==> config.mk <==
export PLATFORM = sky130hd
export DESIGN_NAME = glb_top
export DESIGN_NICKNAME = d
export VERILOG_FILES = /design/src/glb_pkg.sv /design/src/glb_if.sv /design/src/glb_cfg_regs.sv /design/src/glb_wr_port.sv /design/src/glb_rd_port.sv /design/src/glb_sram_bank.sv /design/src/glb_bank_array.sv /design/src/glb_top.sv
export SDC_FILE = /design/constraint.sdc
export NUM_CORES = 1
export LEC_CHECK = 0
export BUFFER_PORTS_ARGS = -buffer_cell sky130_fd_sc_hd__buf_2
export CELL_PAD_IN_SITES_DETAIL_PLACEMENT = 0
export CELL_PAD_IN_SITES_GLOBAL_PLACEMENT = 2
export CORE_MARGIN = 5
export CORE_UTILIZATION = 29
export DETAILED_ROUTE_END_ITERATION = 6
export HOLD_SLACK_MARGIN = 0.02
export PLACE_DENSITY = 0.57
export RECOVER_POWER = 50
export SYNTH_ARGS = -nofsm -noshare
export SYNTH_HDL_FRONTEND = slang
export SYNTH_HIERARCHICAL = 1
export SYNTH_SLANG_ARGS = --single-unit
==> constraint.sdc <==
create_clock -name clk -period 6 [get_ports clk]
set_input_delay 0.6 -clock clk [delete_from_list [all_inputs] [get_ports clk]]
set_output_delay 0.6 -clock clk [all_outputs]
set_load 0.1 [all_outputs]
==> src/glb_pkg.sv <==
// Global buffer shared definitions
`default_nettype none

package glb_pkg;

    // ==================================================================
    // Default sizes
    // ==================================================================
    localparam int NUM_BANK_DEF  = 4;
    // Rows per bank, power of two
    localparam int SRAM_WORD_DEF = 8;
    localparam int MAXPAR        = 2;
    localparam int LANE_W        = 16;
    localparam int ADDR_W        = 8;

    typedef logic [LANE_W-1:0] lane_t;
    // Lane 0 sits in the low bits
    typedef logic [MAXPAR*LANE_W-1:0] wide_t;
    typedef logic [$clog2(MAXPAR+1)-1:0] par_t;

    typedef struct packed {
        logic              lap;
        logic [ADDR_W-1:0] idx;
    } ptr_t;

    typedef enum logic {
        PORT_UNCONFIGURED,
        PORT_ACTIVE
    } port_state_e;

    // ==================================================================
    // Ring pointer helpers
    // ==================================================================
    // Step by one word, wrap at capacity minus one
    function automatic ptr_t ptr_next(ptr_t p, logic [ADDR_W-1:0] cap);
        ptr_t n;
        if (p.idx == cap - 1'b1) begin
            n.idx = '0;
            n.lap = ~p.lap;
        end else begin
            n.idx = p.idx + 1'b1;
            n.lap = p.lap;
        end
        return n;
    endfunction

    // Words between tail and head
    function automatic logic [ADDR_W-1:0] ptr_used(ptr_t head, ptr_t tail,
                                                   logic [ADDR_W-1:0] cap);
        logic [ADDR_W-1:0] diff;
        diff = head.idx - tail.idx;
        if (head.lap != tail.lap) begin
            diff = diff + cap;
        end
        return diff;
    endfunction

    // ==================================================================
    // Bank mapping
    // ==================================================================
    // First bank of the group holding word idx
    function automatic int bank_base(int first, int par, int idx, int row_w,
                                     int num_bank);
        return (first + (idx >> row_w) * par) % num_bank;
    endfunction

    // Distance of a bank past the group base, with wrap
    function automatic int bank_dist(int bank, int base, int num_bank);
        return (bank + num_bank - base) % num_bank;
    endfunction

    function automatic logic in_group(int bank, int base, int par, int num_bank);
        return bank_dist(bank, base, num_bank) < par;
    endfunction

endpackage

`default_nettype wire

==> src/glb_if.sv <==
// Global buffer internal interfaces
`default_nettype none
`timescale 1ns/10ps

// Port configuration, held after the handshake
interface glb_cfg_if #(
    parameter int NUM_BANK = glb_pkg::NUM_BANK_DEF
);
    logic [$clog2(NUM_BANK)-1:0] first_bank;
    glb_pkg::par_t               par_bank;
    logic [glb_pkg::ADDR_W-1:0]  capacity;
    logic                        active;

    modport drv (output first_bank, output par_bank, output capacity, output active);
    modport rcv (input first_bank, input par_bank, input capacity, input active);
endinterface

// Bank write request, no back-pressure
interface glb_bank_wr_if #(
    parameter int NUM_BANK  = glb_pkg::NUM_BANK_DEF,
    parameter int SRAM_WORD = glb_pkg::SRAM_WORD_DEF
);
    logic [NUM_BANK-1:0]          bank_mask;
    logic [$clog2(NUM_BANK)-1:0]  base_bank;
    logic [$clog2(SRAM_WORD)-1:0] row;
    glb_pkg::wide_t               data;

    modport drv (output bank_mask, output base_bank, output row, output data);
    modport rcv (input bank_mask, input base_bank, input row, input data);
endinterface

// Bank read request, rdata one cycle later and held
interface glb_bank_rd_if #(
    parameter int NUM_BANK  = glb_pkg::NUM_BANK_DEF,
    parameter int SRAM_WORD = glb_pkg::SRAM_WORD_DEF
);
    logic [NUM_BANK-1:0]          bank_mask;
    logic [$clog2(NUM_BANK)-1:0]  base_bank;
    logic [$clog2(SRAM_WORD)-1:0] row;
    glb_pkg::wide_t               rdata;

    modport drv (output bank_mask, output base_bank, output row, input rdata);
    modport rcv (input bank_mask, input base_bank, input row, output rdata);
endinterface

`default_nettype wire

==> src/glb_cfg_regs.sv <==
// Global buffer configuration registers
`default_nettype none
`timescale 1ns/10ps

module glb_cfg_regs #(
    parameter int NUM_BANK = glb_pkg::NUM_BANK_DEF
) (
    input  logic                       clk,
    input  logic                       rst_n,
    input  logic                       cfg_vld_i,
    input  logic [$clog2(NUM_BANK)-1:0] cfg_first_bank_i,
    input  glb_pkg::par_t              cfg_par_bank_i,
    input  logic [glb_pkg::ADDR_W-1:0] cfg_capacity_i,
    output logic                       cfg_rdy_o,
    glb_cfg_if.drv                     cfg
);

    glb_pkg::port_state_e        state_q;
    glb_pkg::port_state_e        state_d;
    logic [$clog2(NUM_BANK)-1:0] first_bank_q;
    glb_pkg::par_t               par_bank_q;
    logic [glb_pkg::ADDR_W-1:0]  capacity_q;
    logic                        cfg_acc;

    assign cfg_rdy_o = (state_q == glb_pkg::PORT_UNCONFIGURED);
    assign cfg_acc   = cfg_vld_i && cfg_rdy_o;

    // One-way FSM, only reset returns to unconfigured
    always_comb begin
        state_d = state_q;
        case (state_q)
            glb_pkg::PORT_UNCONFIGURED: begin
                if (cfg_vld_i) begin
                    state_d = glb_pkg::PORT_ACTIVE;
                end
            end
            default: state_d = glb_pkg::PORT_ACTIVE;
        endcase
    end

    always_ff @(posedge clk or negedge rst_n) begin
        if (!rst_n) begin
            state_q      <= glb_pkg::PORT_UNCONFIGURED;
            first_bank_q <= '0;
            par_bank_q   <= '0;
            capacity_q   <= '0;
        end else begin
            state_q <= state_d;
            if (cfg_acc) begin
                first_bank_q <= cfg_first_bank_i;
                par_bank_q   <= cfg_par_bank_i;
                capacity_q   <= cfg_capacity_i;
            end
        end
    end

    assign cfg.first_bank = first_bank_q;
    assign cfg.par_bank   = par_bank_q;
    assign cfg.capacity   = capacity_q;
    assign cfg.active     = (state_q == glb_pkg::PORT_ACTIVE);

endmodule

`default_nettype wire

==> src/glb_wr_port.sv <==
// Global buffer write port
`default_nettype none
`timescale 1ns/10ps

module glb_wr_port #(
    parameter int NUM_BANK  = glb_pkg::NUM_BANK_DEF,
    parameter int SRAM_WORD = glb_pkg::SRAM_WORD_DEF
) (
    input  logic                       clk,
    input  logic                       rst_n,
    glb_cfg_if.rcv                     cfg,
    input  glb_pkg::wide_t             wr_dat_i,
    input  logic                       wr_vld_i,
    output logic                       wr_rdy_o,
    output logic [glb_pkg::ADDR_W-1:0] wr_free_o,
    input  glb_pkg::ptr_t              rd_ptr_i,
    output glb_pkg::ptr_t              wr_ptr_o,
    glb_bank_wr_if.drv                 bank
);

    localparam int BANK_W = $clog2(NUM_BANK);
    localparam int ROW_W  = $clog2(SRAM_WORD);

    glb_pkg::ptr_t              wr_ptr_q;
    logic                       full;
    logic                       wr_acc;
    logic [glb_pkg::ADDR_W-1:0] used;
    logic [BANK_W-1:0]          base;
    logic [NUM_BANK-1:0]        mask;

    // ==================================================================
    // Flow control
    // ==================================================================
    // rd_ptr_i counts delivered words, so a word held at the output still
    // occupies its slot
    assign full     = (wr_ptr_q.idx == rd_ptr_i.idx) && (wr_ptr_q.lap != rd_ptr_i.lap);
    assign wr_rdy_o = cfg.active && !full;
    assign wr_acc   = wr_vld_i && wr_rdy_o;

    assign used      = glb_pkg::ptr_used(wr_ptr_q, rd_ptr_i, cfg.capacity);
    assign wr_free_o = cfg.active ? cfg.capacity - used : '0;

    always_ff @(posedge clk or negedge rst_n) begin
        if (!rst_n) begin
            wr_ptr_q <= '0;
        end else if (wr_acc) begin
            wr_ptr_q <= glb_pkg::ptr_next(wr_ptr_q, cfg.capacity);
        end
    end

    assign wr_ptr_o = wr_ptr_q;

    // ==================================================================
    // Bank request
    // ==================================================================
    assign base = BANK_W'(glb_pkg::bank_base(int'(cfg.first_bank), int'(cfg.par_bank),
                                             int'(wr_ptr_q.idx), ROW_W, NUM_BANK));

    // par_bank banks from the group base
    always_comb begin
        for (int b = 0; b < NUM_BANK; b++) begin
            mask[b] = wr_acc && glb_pkg::in_group(b, int'(base), int'(cfg.par_bank),
                                                  NUM_BANK);
        end
    end

    assign bank.bank_mask = mask;
    assign bank.base_bank = base;
    assign bank.row       = wr_ptr_q.idx[ROW_W-1:0];
    assign bank.data      = wr_dat_i;

endmodule

`default_nettype wire

==> src/glb_rd_port.sv <==
// Global buffer read port
`default_nettype none
`timescale 1ns/10ps

module glb_rd_port #(
    parameter int NUM_BANK  = glb_pkg::NUM_BANK_DEF,
    parameter int SRAM_WORD = glb_pkg::SRAM_WORD_DEF
) (
    input  logic                       clk,
    input  logic                       rst_n,
    glb_cfg_if.rcv                     cfg,
    input  glb_pkg::ptr_t              wr_ptr_i,
    output glb_pkg::ptr_t              rd_ptr_o,
    output logic                       rd_vld_o,
    output logic [glb_pkg::ADDR_W-1:0] rd_avail_o,
    input  logic                       rd_rdy_i,
    glb_bank_rd_if.drv                 bank
);

    localparam int BANK_W = $clog2(NUM_BANK);
    localparam int ROW_W  = $clog2(SRAM_WORD);

    // Issue pointer runs ahead of the release pointer by rd_vld_q
    glb_pkg::ptr_t       iss_ptr_q;
    glb_pkg::ptr_t       rel_ptr_q;
    logic                rd_vld_q;
    logic                empty;
    logic                issue;
    logic                deliver;
    logic [BANK_W-1:0]   base;
    logic [NUM_BANK-1:0] mask;

    // ==================================================================
    // Issue and output stage
    // ==================================================================
    assign empty   = (iss_ptr_q == wr_ptr_i);
    assign issue   = cfg.active && !empty && (!rd_vld_q || rd_rdy_i);
    assign deliver = rd_vld_q && rd_rdy_i;

    always_ff @(posedge clk or negedge rst_n) begin
        if (!rst_n) begin
            iss_ptr_q <= '0;
            rel_ptr_q <= '0;
            rd_vld_q  <= 1'b0;
        end else begin
            if (issue) begin
                iss_ptr_q <= glb_pkg::ptr_next(iss_ptr_q, cfg.capacity);
            end
            if (deliver) begin
                rel_ptr_q <= glb_pkg::ptr_next(rel_ptr_q, cfg.capacity);
            end
            // Valid follows the issue, drops once taken
            if (issue) begin
                rd_vld_q <= 1'b1;
            end else if (rd_rdy_i) begin
                rd_vld_q <= 1'b0;
            end
        end
    end

    assign rd_vld_o   = rd_vld_q;
    assign rd_ptr_o   = rel_ptr_q;
    assign rd_avail_o = cfg.active ? glb_pkg::ptr_used(wr_ptr_i, iss_ptr_q, cfg.capacity)
                                   : '0;

    // ==================================================================
    // Bank request
    // ==================================================================
    assign base = BANK_W'(glb_pkg::bank_base(int'(cfg.first_bank), int'(cfg.par_bank),
                                             int'(iss_ptr_q.idx), ROW_W, NUM_BANK));

    always_comb begin
        for (int b = 0; b < NUM_BANK; b++) begin
            mask[b] = issue && glb_pkg::in_group(b, int'(base), int'(cfg.par_bank),
                                                 NUM_BANK);
        end
    end

    assign bank.bank_mask = mask;
    assign bank.base_bank = base;
    assign bank.row       = iss_ptr_q.idx[ROW_W-1:0];

endmodule

`default_nettype wire

==> src/glb_sram_bank.sv <==
// Global buffer SRAM bank
`default_nettype none
`timescale 1ns/10ps

module glb_sram_bank #(
    parameter int SRAM_WORD = glb_pkg::SRAM_WORD_DEF
) (
    input  logic                         clk,
    input  logic                         we_i,
    input  logic [$clog2(SRAM_WORD)-1:0] waddr_i,
    input  glb_pkg::lane_t               wdata_i,
    input  logic                         re_i,
    input  logic [$clog2(SRAM_WORD)-1:0] raddr_i,
    output glb_pkg::lane_t               rdata_o
);

    glb_pkg::lane_t mem [SRAM_WORD];

    always_ff @(posedge clk) begin
        if (we_i) begin
            mem[waddr_i] <= wdata_i;
        end
    end

    // Read data holds between reads
    always_ff @(posedge clk) begin
        if (re_i) begin
            rdata_o <= mem[raddr_i];
        end
    end

endmodule

`default_nettype wire

==> src/glb_bank_array.sv <==
// Global buffer bank array
`default_nettype none
`timescale 1ns/10ps

module glb_bank_array #(
    parameter int NUM_BANK  = glb_pkg::NUM_BANK_DEF,
    parameter int SRAM_WORD = glb_pkg::SRAM_WORD_DEF
) (
    input  logic       clk,
    input  logic       rst_n,
    glb_bank_wr_if.rcv wr,
    glb_bank_rd_if.rcv rd
);

    localparam int BANK_W = $clog2(NUM_BANK);
    localparam int SEL_W  = (glb_pkg::MAXPAR > 1) ? $clog2(glb_pkg::MAXPAR) : 1;

    glb_pkg::lane_t    bank_rdata [NUM_BANK];
    logic [BANK_W-1:0] rd_base_q;
    glb_pkg::wide_t    rdata;

    // ==================================================================
    // Banks with write lane routing
    // ==================================================================
    for (genvar b = 0; b < NUM_BANK; b++) begin : g_bank
        logic [SEL_W-1:0] lane_sel;

        // Lane number is the distance from the group base
        assign lane_sel = SEL_W'(glb_pkg::bank_dist(b, int'(wr.base_bank), NUM_BANK)
                                 % glb_pkg::MAXPAR);

        glb_sram_bank #(
            .SRAM_WORD (SRAM_WORD)
        ) u_bank (
            .clk     (clk),
            .we_i    (wr.bank_mask[b]),
            .waddr_i (wr.row),
            .wdata_i (wr.data[lane_sel*glb_pkg::LANE_W +: glb_pkg::LANE_W]),
            .re_i    (rd.bank_mask[b]),
            .raddr_i (rd.row),
            .rdata_o (bank_rdata[b])
        );
    end

    // ==================================================================
    // Read lane gathering
    // ==================================================================
    // Base of the last issued read, matches the held bank data
    always_ff @(posedge clk or negedge rst_n) begin
        if (!rst_n) begin
            rd_base_q <= '0;
        end else if (|rd.bank_mask) begin
            rd_base_q <= rd.base_bank;
        end
    end

    always_comb begin
        for (int i = 0; i < glb_pkg::MAXPAR; i++) begin
            rdata[i*glb_pkg::LANE_W +: glb_pkg::LANE_W] =
                bank_rdata[(int'(rd_base_q) + i) % NUM_BANK];
        end
    end

    assign rd.rdata = rdata;

endmodule

`default_nettype wire

==> src/glb_top.sv <==
// Global buffer slice top level
`default_nettype none
`timescale 1ns/10ps

module glb_top #(
    parameter int NUM_BANK  = glb_pkg::NUM_BANK_DEF,
    parameter int SRAM_WORD = glb_pkg::SRAM_WORD_DEF
) (
    input  logic                        clk,
    input  logic                        rst_n,
    // Configuration
    input  logic                        cfg_vld_i,
    output logic                        cfg_rdy_o,
    input  logic [$clog2(NUM_BANK)-1:0] cfg_first_bank_i,
    input  glb_pkg::par_t               cfg_par_bank_i,
    input  logic [glb_pkg::ADDR_W-1:0]  cfg_capacity_i,
    // Write stream
    input  glb_pkg::wide_t              wr_dat_i,
    input  logic                        wr_vld_i,
    output logic                        wr_rdy_o,
    output logic [glb_pkg::ADDR_W-1:0]  wr_free_o,
    // Read stream
    output glb_pkg::wide_t              rd_dat_o,
    output logic                        rd_vld_o,
    input  logic                        rd_rdy_i,
    output logic [glb_pkg::ADDR_W-1:0]  rd_avail_o
);

    glb_pkg::ptr_t wr_ptr;
    glb_pkg::ptr_t rd_ptr;

    glb_cfg_if #(.NUM_BANK(NUM_BANK)) cfg_if ();
    glb_bank_wr_if #(.NUM_BANK(NUM_BANK), .SRAM_WORD(SRAM_WORD)) bank_wr ();
    glb_bank_rd_if #(.NUM_BANK(NUM_BANK), .SRAM_WORD(SRAM_WORD)) bank_rd ();

    glb_cfg_regs #(
        .NUM_BANK (NUM_BANK)
    ) u_cfg_regs (
        .clk              (clk),
        .rst_n            (rst_n),
        .cfg_vld_i        (cfg_vld_i),
        .cfg_first_bank_i (cfg_first_bank_i),
        .cfg_par_bank_i   (cfg_par_bank_i),
        .cfg_capacity_i   (cfg_capacity_i),
        .cfg_rdy_o        (cfg_rdy_o),
        .cfg              (cfg_if.drv)
    );

    glb_wr_port #(
        .NUM_BANK  (NUM_BANK),
        .SRAM_WORD (SRAM_WORD)
    ) u_wr_port (
        .clk       (clk),
        .rst_n     (rst_n),
        .cfg       (cfg_if.rcv),
        .wr_dat_i  (wr_dat_i),
        .wr_vld_i  (wr_vld_i),
        .wr_rdy_o  (wr_rdy_o),
        .wr_free_o (wr_free_o),
        .rd_ptr_i  (rd_ptr),
        .wr_ptr_o  (wr_ptr),
        .bank      (bank_wr.drv)
    );

    glb_rd_port #(
        .NUM_BANK  (NUM_BANK),
        .SRAM_WORD (SRAM_WORD)
    ) u_rd_port (
        .clk        (clk),
        .rst_n      (rst_n),
        .cfg        (cfg_if.rcv),
        .wr_ptr_i   (wr_ptr),
        .rd_ptr_o   (rd_ptr),
        .rd_vld_o   (rd_vld_o),
        .rd_avail_o (rd_avail_o),
        .rd_rdy_i   (rd_rdy_i),
        .bank       (bank_rd.drv)
    );

    glb_bank_array #(
        .NUM_BANK  (NUM_BANK),
        .SRAM_WORD (SRAM_WORD)
    ) u_bank_array (
        .clk   (clk),
        .rst_n (rst_n),
        .wr    (bank_wr.rcv),
        .rd    (bank_rd.rcv)
    );

    // Banks hold the read data until the next issue
    assign rd_dat_o = bank_rd.rdata;

endmodule

`default_nettype wire

### Yosys cells after proc, flatten, opt, wreduce, memory -nomap -nowiden

Memories as Yosys holds them, arrays and structs flattened. A register that Yosys moved wholly into a read port is not among the register bits.
Cells that the tools add are included.

* output and inout port bits: 51
* memory bits (writable): 512
* memories: 4
* flip-flop bits (word level): 43
* bits of input ports: 49

Memory list
* u_bank_array.g_bank[0].u_bank.mem: words 8, width 16, rd ports 1, clocked after memory_dff 1, write ports 1, line glb_sram_bank.sv:17 `glb_pkg::lane_t mem [SRAM_WORD];`
* u_bank_array.g_bank[1].u_bank.mem: words 8, width 16, rd ports 1, clocked after memory_dff 1, write ports 1, line glb_sram_bank.sv:17
* u_bank_array.g_bank[2].u_bank.mem: words 8, width 16, rd ports 1, clocked after memory_dff 1, write ports 1, line glb_sram_bank.sv:17
* u_bank_array.g_bank[3].u_bank.mem: words 8, width 16, rd ports 1, clocked after memory_dff 1, write ports 1, line glb_sram_bank.sv:17

* muxes and demuxes: 25
* bitwise gates (word level): 15
* shift operators: 4
* add/subtract/negate cells: 20
* $mul: 2
* reductions and logical operators: 33
* eq/ne operators: 7
* $lt $le $gt $ge: 10

Operators with widths (count)
* indexed part select 32 x 6 -> 16 bit: 4
* binary-select mux 16 bit (select 2 bit): 2
* greater-or-equal comparator 32 x 3 -> 1 bit (second input constant): 2
* 2-to-1 mux 16 bit: 4
* 2-to-1 mux 8 bit: 7
* == test 8 bit: 4
* inverter 2 -> 32 bit: 1
* inverter 32 bit: 1
* subtractor 3 x 2 -> 4 bit (first input constant): 8
* adder 8 x 1 -> 8 bit (second input constant): 3
* < comparator 3 bit: 8
* subtractor 8 bit: 3
* OR reduction 2 bit: 9
* adder 8 bit: 2
* logical AND 1 bit: 15
* 2-to-1 mux 1 bit: 12
* multiplier 5 x 2 -> 2 bit: 2
* == test 9 bit: 1
* bitwise AND 1 bit: 8
* subtractor 8 x 1 -> 8 bit (second input constant): 1
* AND reduction 2 bit: 3
* adder 2 bit: 2
* inverter 1 bit: 4
* OR reduction 4 bit: 1
* 6 further kinds: 9

### Longest topological paths before layout

* word-level depth: 9
* depth in mapped cells: 19

### Hierarchy

Netlist, hierarchy kept.

Modules (own cells, without submodules)
* glb_sram_bank: times used 4, area an instance 5454.0 um^2, cells an instance 214
* glb_rd_port: times used 1, area an instance 2389.8 um^2, cells an instance 285
* glb_wr_port: times used 1, area an instance 2285.9 um^2, cells an instance 292
* glb_bank_array: times used 1, area an instance 1272.5 um^2, cells an instance 81
* glb_cfg_regs: times used 1, area an instance 541.8 um^2, cells an instance 29

### Least setup slack after synthesis

OpenSTA, ideal clock, no wires.

* path type: flip-flop to output port
* start point: reg u_wr_port.wr_ptr_q (netlist bit u_wr_port/bank.row[0])
* end point: out wr_free_o[5] in the netlist's numbering
* data arrival time: 5144 ps
* required time: 5400 ps
* cell stages (with the launch flop): 17
* buffers on the path: 0
* path slack: 256 ps
* cells stage by stage: dfrtp_1 > inv_1 > ha_1 > inv_1 > fa_1 > ha_1 > a211oi_1 > nor2_1 > o21ai_0 > o21ai_0 > ha_1 > o21a_1 > o31a_1 > nor2_1 > nor2_1 > nor3_1 > nor3_1

* longest elaborated chain between the ends: 5

RTL lines
* from (decl): line glb_wr_port.sv:24 `glb_pkg::ptr_t wr_ptr_q;`
* from (signal assigned): line glb_wr_port.sv:47 `wr_ptr_q <= glb_pkg::ptr_next(wr_ptr_q, cfg.capacity);`
* subtractor 8 bit *: line glb_pkg.sv:51 `diff = head.idx - tail.idx;`
* adder 8 bit: line glb_pkg.sv:53 `diff = diff + cap;`
* 2-to-1 mux 8 bit *: line glb_pkg.sv:52 `if (head.lap != tail.lap) begin`
* subtractor 8 bit *: line glb_wr_port.sv:41 `assign wr_free_o = cfg.active ? cfg.capacity - used : '0;`
* 2-to-1 mux 8 bit *: line glb_wr_port.sv:41
* to (decl): line glb_top.sv:21 `output logic [glb_pkg::ADDR_W-1:0] wr_free_o,`

Every way passes the cells marked *; elsewhere a longest branch is shown, timed or not.

### Worst setup path in the final report

* start point: reg u_rd_port.rel_ptr_q (netlist bit u_rd_port/rd_ptr_o[0])
* end point: out wr_free_o[7] in the netlist's numbering

* longest elaborated chain between the ends: 5

RTL lines
* from (decl): line glb_rd_port.sv:25 `glb_pkg::ptr_t rel_ptr_q;`
* from (signal assigned): line glb_rd_port.sv:50 `rel_ptr_q <= glb_pkg::ptr_next(rel_ptr_q, cfg.capacity);`
* subtractor 8 bit *: line glb_pkg.sv:51
* adder 8 bit: line glb_pkg.sv:53
* 2-to-1 mux 8 bit *: line glb_pkg.sv:52
* subtractor 8 bit *: line glb_wr_port.sv:41
* 2-to-1 mux 8 bit *: line glb_wr_port.sv:41

Marked as above.

==> key figures <==
Outcome
  – Status: complete, but fails checks
  – Violated checks: max-capacitance violations, max-slew violations

Yosys
  – Distinct cells, synth: 86
  – Mapped Area: 28300 um2
  – Register area share after synthesis: 0.649
  – Fraction of post-synthesis cell area in the top cell type by area: 0.611
  – Top cells by instance count after synthesis: sky130_fd_sc_hd__edfxtp_1 (576), sky130_fd_sc_hd__mux4_1 (114), sky130_fd_sc_hd__mux2_2 (98)
  – Total number of yosys warnings: 6
  – Count leader, synth: sky130_fd_sc_hd__edfxtp_1
  – Post-Synthesis Net Count: 1648
  – Total of flip-flops plus latches after synthesis: 619
  – Most frequently used flop master after synthesis: sky130_fd_sc_hd__edfxtp_1
  – Number of synthesized flops with an enable pin: 576
  – Cell taking the most area after synthesis: sky130_fd_sc_hd__edfxtp_1
  – Mean instance size in the synthesized netlist: 18.3 um2
  – Post-Syn Instances: 1543
  – Leading post-synthesis cells by cell area: sky130_fd_sc_hd__edfxtp_1 (61%), sky130_fd_sc_hd__mux4_1 (11%), sky130_fd_sc_hd__mux2_2 (3.9%), sky130_fd_sc_hd__dfrtp_1 (3.8%), sky130_fd_sc_hd__mux4_2 (3.7%)
  – Async set-reset flop share out of synthesis: 0.0695

Cells and area
  – Synthesis-to-finish area growth: 14.6%
  – Fraction of final layout cells sized beyond drive strength 1: 0.225
  – Net count, final: 1778
  – Number of fillers in the final layout: 9169

Floorplan
  – Die footprint: 104000 um2
  – X dimension of the die: 322 um
  – Core area: 96900 um2
  – Vert. Die Dim: 322 um
  – Count of standard-cell rows: 114
  – I/O pin count: 100
  – Initial standard-cell utilization of the core: 0.292

Critical path
  – Capturing element type of the critical path: output pin
  – Endpoint arrival time on the critical path: 4.85 ns
  – Critical path's largest stage delay: 0.44 ns
  – CP Buf/Inv Count: 3
  – Largest fanout of any net on the critical path: 6
  – Startpoint class of the critical path: flop
  – Highest-delay cell along the critical path: sky130_fd_sc_hd__dfrtp_1
  – Critical Path, Cell by Cell: ha_1 > inv_1 > fa_1 > a21o_1 > a21o_1 > a21oi_1 > inv_1 > a21oi_1 > xnor2_1 > ha_1 > nand3b_1 > mux2i_1 > nor4_1 > ha_1 > o21ai_0 > o21bai_1 > xnor3_1 > and2_1 > buf_2
  – Top cell family by delay on the critical path: adder cells
  – Most used cell, CP: sky130_fd_sc_hd__ha_1
  – Kind of critical path: reg -> out
  – Endpoint required time on the critical path: 5.40 ns

Global route
  – Most congested layer reported by global routing: met2
  – Via count of the first global-routing pass: 15100
  – Remaining global-route overflow: 0
  – Number of antenna violations at the first check in global routing: 7
  – Pin count of the biggest net entering global routing: 97
  – Wire length of the first global-routing pass: 105000 um
  – Met3 track demand over resource in global routing: 0.0250
  – Global routing usage summed across all routing layers: 0.139
  – Met2 layer usage reported by global route: 0.237
  – Met1 routing resource usage after global routing: 0.186

Timing
  – Setup repair after global routing missed its margin: false
  – Max Slew Vio Count: 173
  – Transition time of the tightest slew-check pin: 3.09 ns
  – Period utilisation layout: 0.908
  – Setup TNS Final: 0 ns
  – Final worst clock skew: 0.0324 ns
  – Fmax: 0.184 GHz
  – Setup-violating endpoint count in the final report: 0
  – Total count of hold-check failures in the final report: 0
  – Final critical-path required period: 5.45 ns
  – Final critical-path setup slack: 0.552 ns
  – Remaining max-slew budget at the tightest pin: -1.06

Clocking
  – Num CTS Buffers: 74
  – Clock Latency Late Sink: 0.61 ns
  – Number of levels the H-tree was split into: 3
  – Number of sinks handled by clock tree synthesis: 619
  – Hold-fix buffer count after cts: 0
  – Library cell used as clock root buffer: sky130_fd_sc_hd__clkbuf_16
  – Clock tree from TritonCTS: done
  – Maximum number of buffers from clock root to sink: 3
  – Total setup buffers inserted after CTS: 0
  – CTS clk-pin slew, worst paths: 0.05 ns
  – Total of cells resized after clock tree synthesis: 0

Route
  – Number of nets with antenna violations after routing: 0
  – Number of vias per cell after detailed routing: 4.88
  – Routed vias: 14700
  – Initial drt markers: 1005
  – Average routed wire per standard cell: 24.4 um
  – DRC violations left: 0
  – Number of iterations in the first detailed-routing pass: 4
  – Total Routed Length: 73300 um

Place
  – Pre-CTS setup slack: 1.13 ns
  – Count of buffers from port buffering: 99
  – Weighted congestion reported at the end of routability-driven placement: 0.746
  – Placed wire-length estimate: 45300 um

Job
  – Max Cap Violations: 6

Hold path
  – Type of the tightest min-delay check: in -> reg
## per-layer routing
layer,share of wire,vias to the layer above
met5,0.00018,-
met4,0.020,2
met3,0.040,84
met2,0.49,277
met1,0.45,7800
li1,-,6521
## worst register-to-register path, delay by kind of cell (launching register included)
kind / cells / cell delay [ns]
flip-flops: 1 / 0.56
XOR/XNOR: 1 / 0.28
adder cells (fa/ha/maj): 2 / 1.85
AO/OA/AOI/OAI: 1 / 0.28
buffers and inverters: 2 / 0.51
AND/OR/NAND/NOR: 3 / 1.18
## path summary, 6_finish.rpt
path | to | depth (start not counted) | slack, ns | start
max in group asynchronous | u_rd_port/bank.row[1] | 2 | 3.04 | rst_n
setup / recovery | wr_free_o[7] | 19 | 0.55 | u_rd_port/rd_ptr_o[0]
hold reg to reg | u_bank_array/rd_base_q[1] | 1 | 0.51 | u_bank_array/rd_base_q[1]
setup reg to reg | u_bank_array/g_bank[2].u_bank/mem[6][10] | 9 | 1.03 | u_cfg_regs/cfg.par_bank[0]
hold / removal | u_cfg_regs/cfg.active | 2 | 0.20 | cfg_vld_i
min in group asynchronous | u_cfg_regs/cfg.capacity[0] | 2 | 1.01 | rst_n
## registers in the layout, indices dropped and copies added (netlist names), 3 cells and up
signal	flops
u_bank_array/g_bank.u_bank/mem	512
u_bank_array/g_bank.u_bank/rdata_o	64
u_rd_port/rd_ptr_o	9
u_cfg_regs/cfg.capacity	8
u_rd_port/iss_ptr_q	6
u_wr_port/wr_ptr_o	6
u_rd_port/bank.row	3
u_wr_port/bank.row	3
## logic make-up (layout without fill, tap and decap cells)
group	after synthesis	in the layout	synth area share
compound gates	129	129	0.0321
simple gates	253	253	0.0487
other cells	0	6	0
mux	275	275	0.189
xor+xnor	65	65	0.0225
fa+ha+maj	56	56	0.0261
flops	619	619	0.649
buf+inv	146	330	0.0323
## layout by cell type (no fill, tap or decap), types with 47 or more instances in the layout
cell / count
sky130_fd_sc_hd__buf_2: 73
sky130_fd_sc_hd__buf_4: 48
sky130_fd_sc_hd__clkbuf_1: 48
sky130_fd_sc_hd__clkbuf_16: 74
sky130_fd_sc_hd__edfxtp_1: 576
sky130_fd_sc_hd__ha_1: 51
sky130_fd_sc_hd__inv_1: 47
sky130_fd_sc_hd__mux2_1: 49
sky130_fd_sc_hd__mux2_2: 59
sky130_fd_sc_hd__mux4_1: 114
sky130_fd_sc_hd__nand2_1: 47
## through the flow
stage,std cells,util,cell area (um2),hold WS [ns]
after global routing,3005,0.335,32400,0.172
after detailed placement,2873,0.312,30300,0.503
after CTS,3003,0.336,32600,0.107
final,3009,0.335,32400,0.196
after floorplan,1543,-,28300,0.304
after global placement,2873,0.312,30300,0.503
## layout make-up
cell class	instances	area, um2	share of cell area
diodes	6	15.0	0.000463
repair buffers	153	862	0.0266
inverters	47	176	0.00544
clock buffers	94	1960	0.0603
well taps	1276	1600	0.0492
clock inverters	36	362	0.0111
multi-input cells	778	9090	0.280
flip-flops and latches	619	18400	0.567
Power is not shown: default switching activity piles up to over one toggle a cycle in this logic, so the estimate is an artifact.
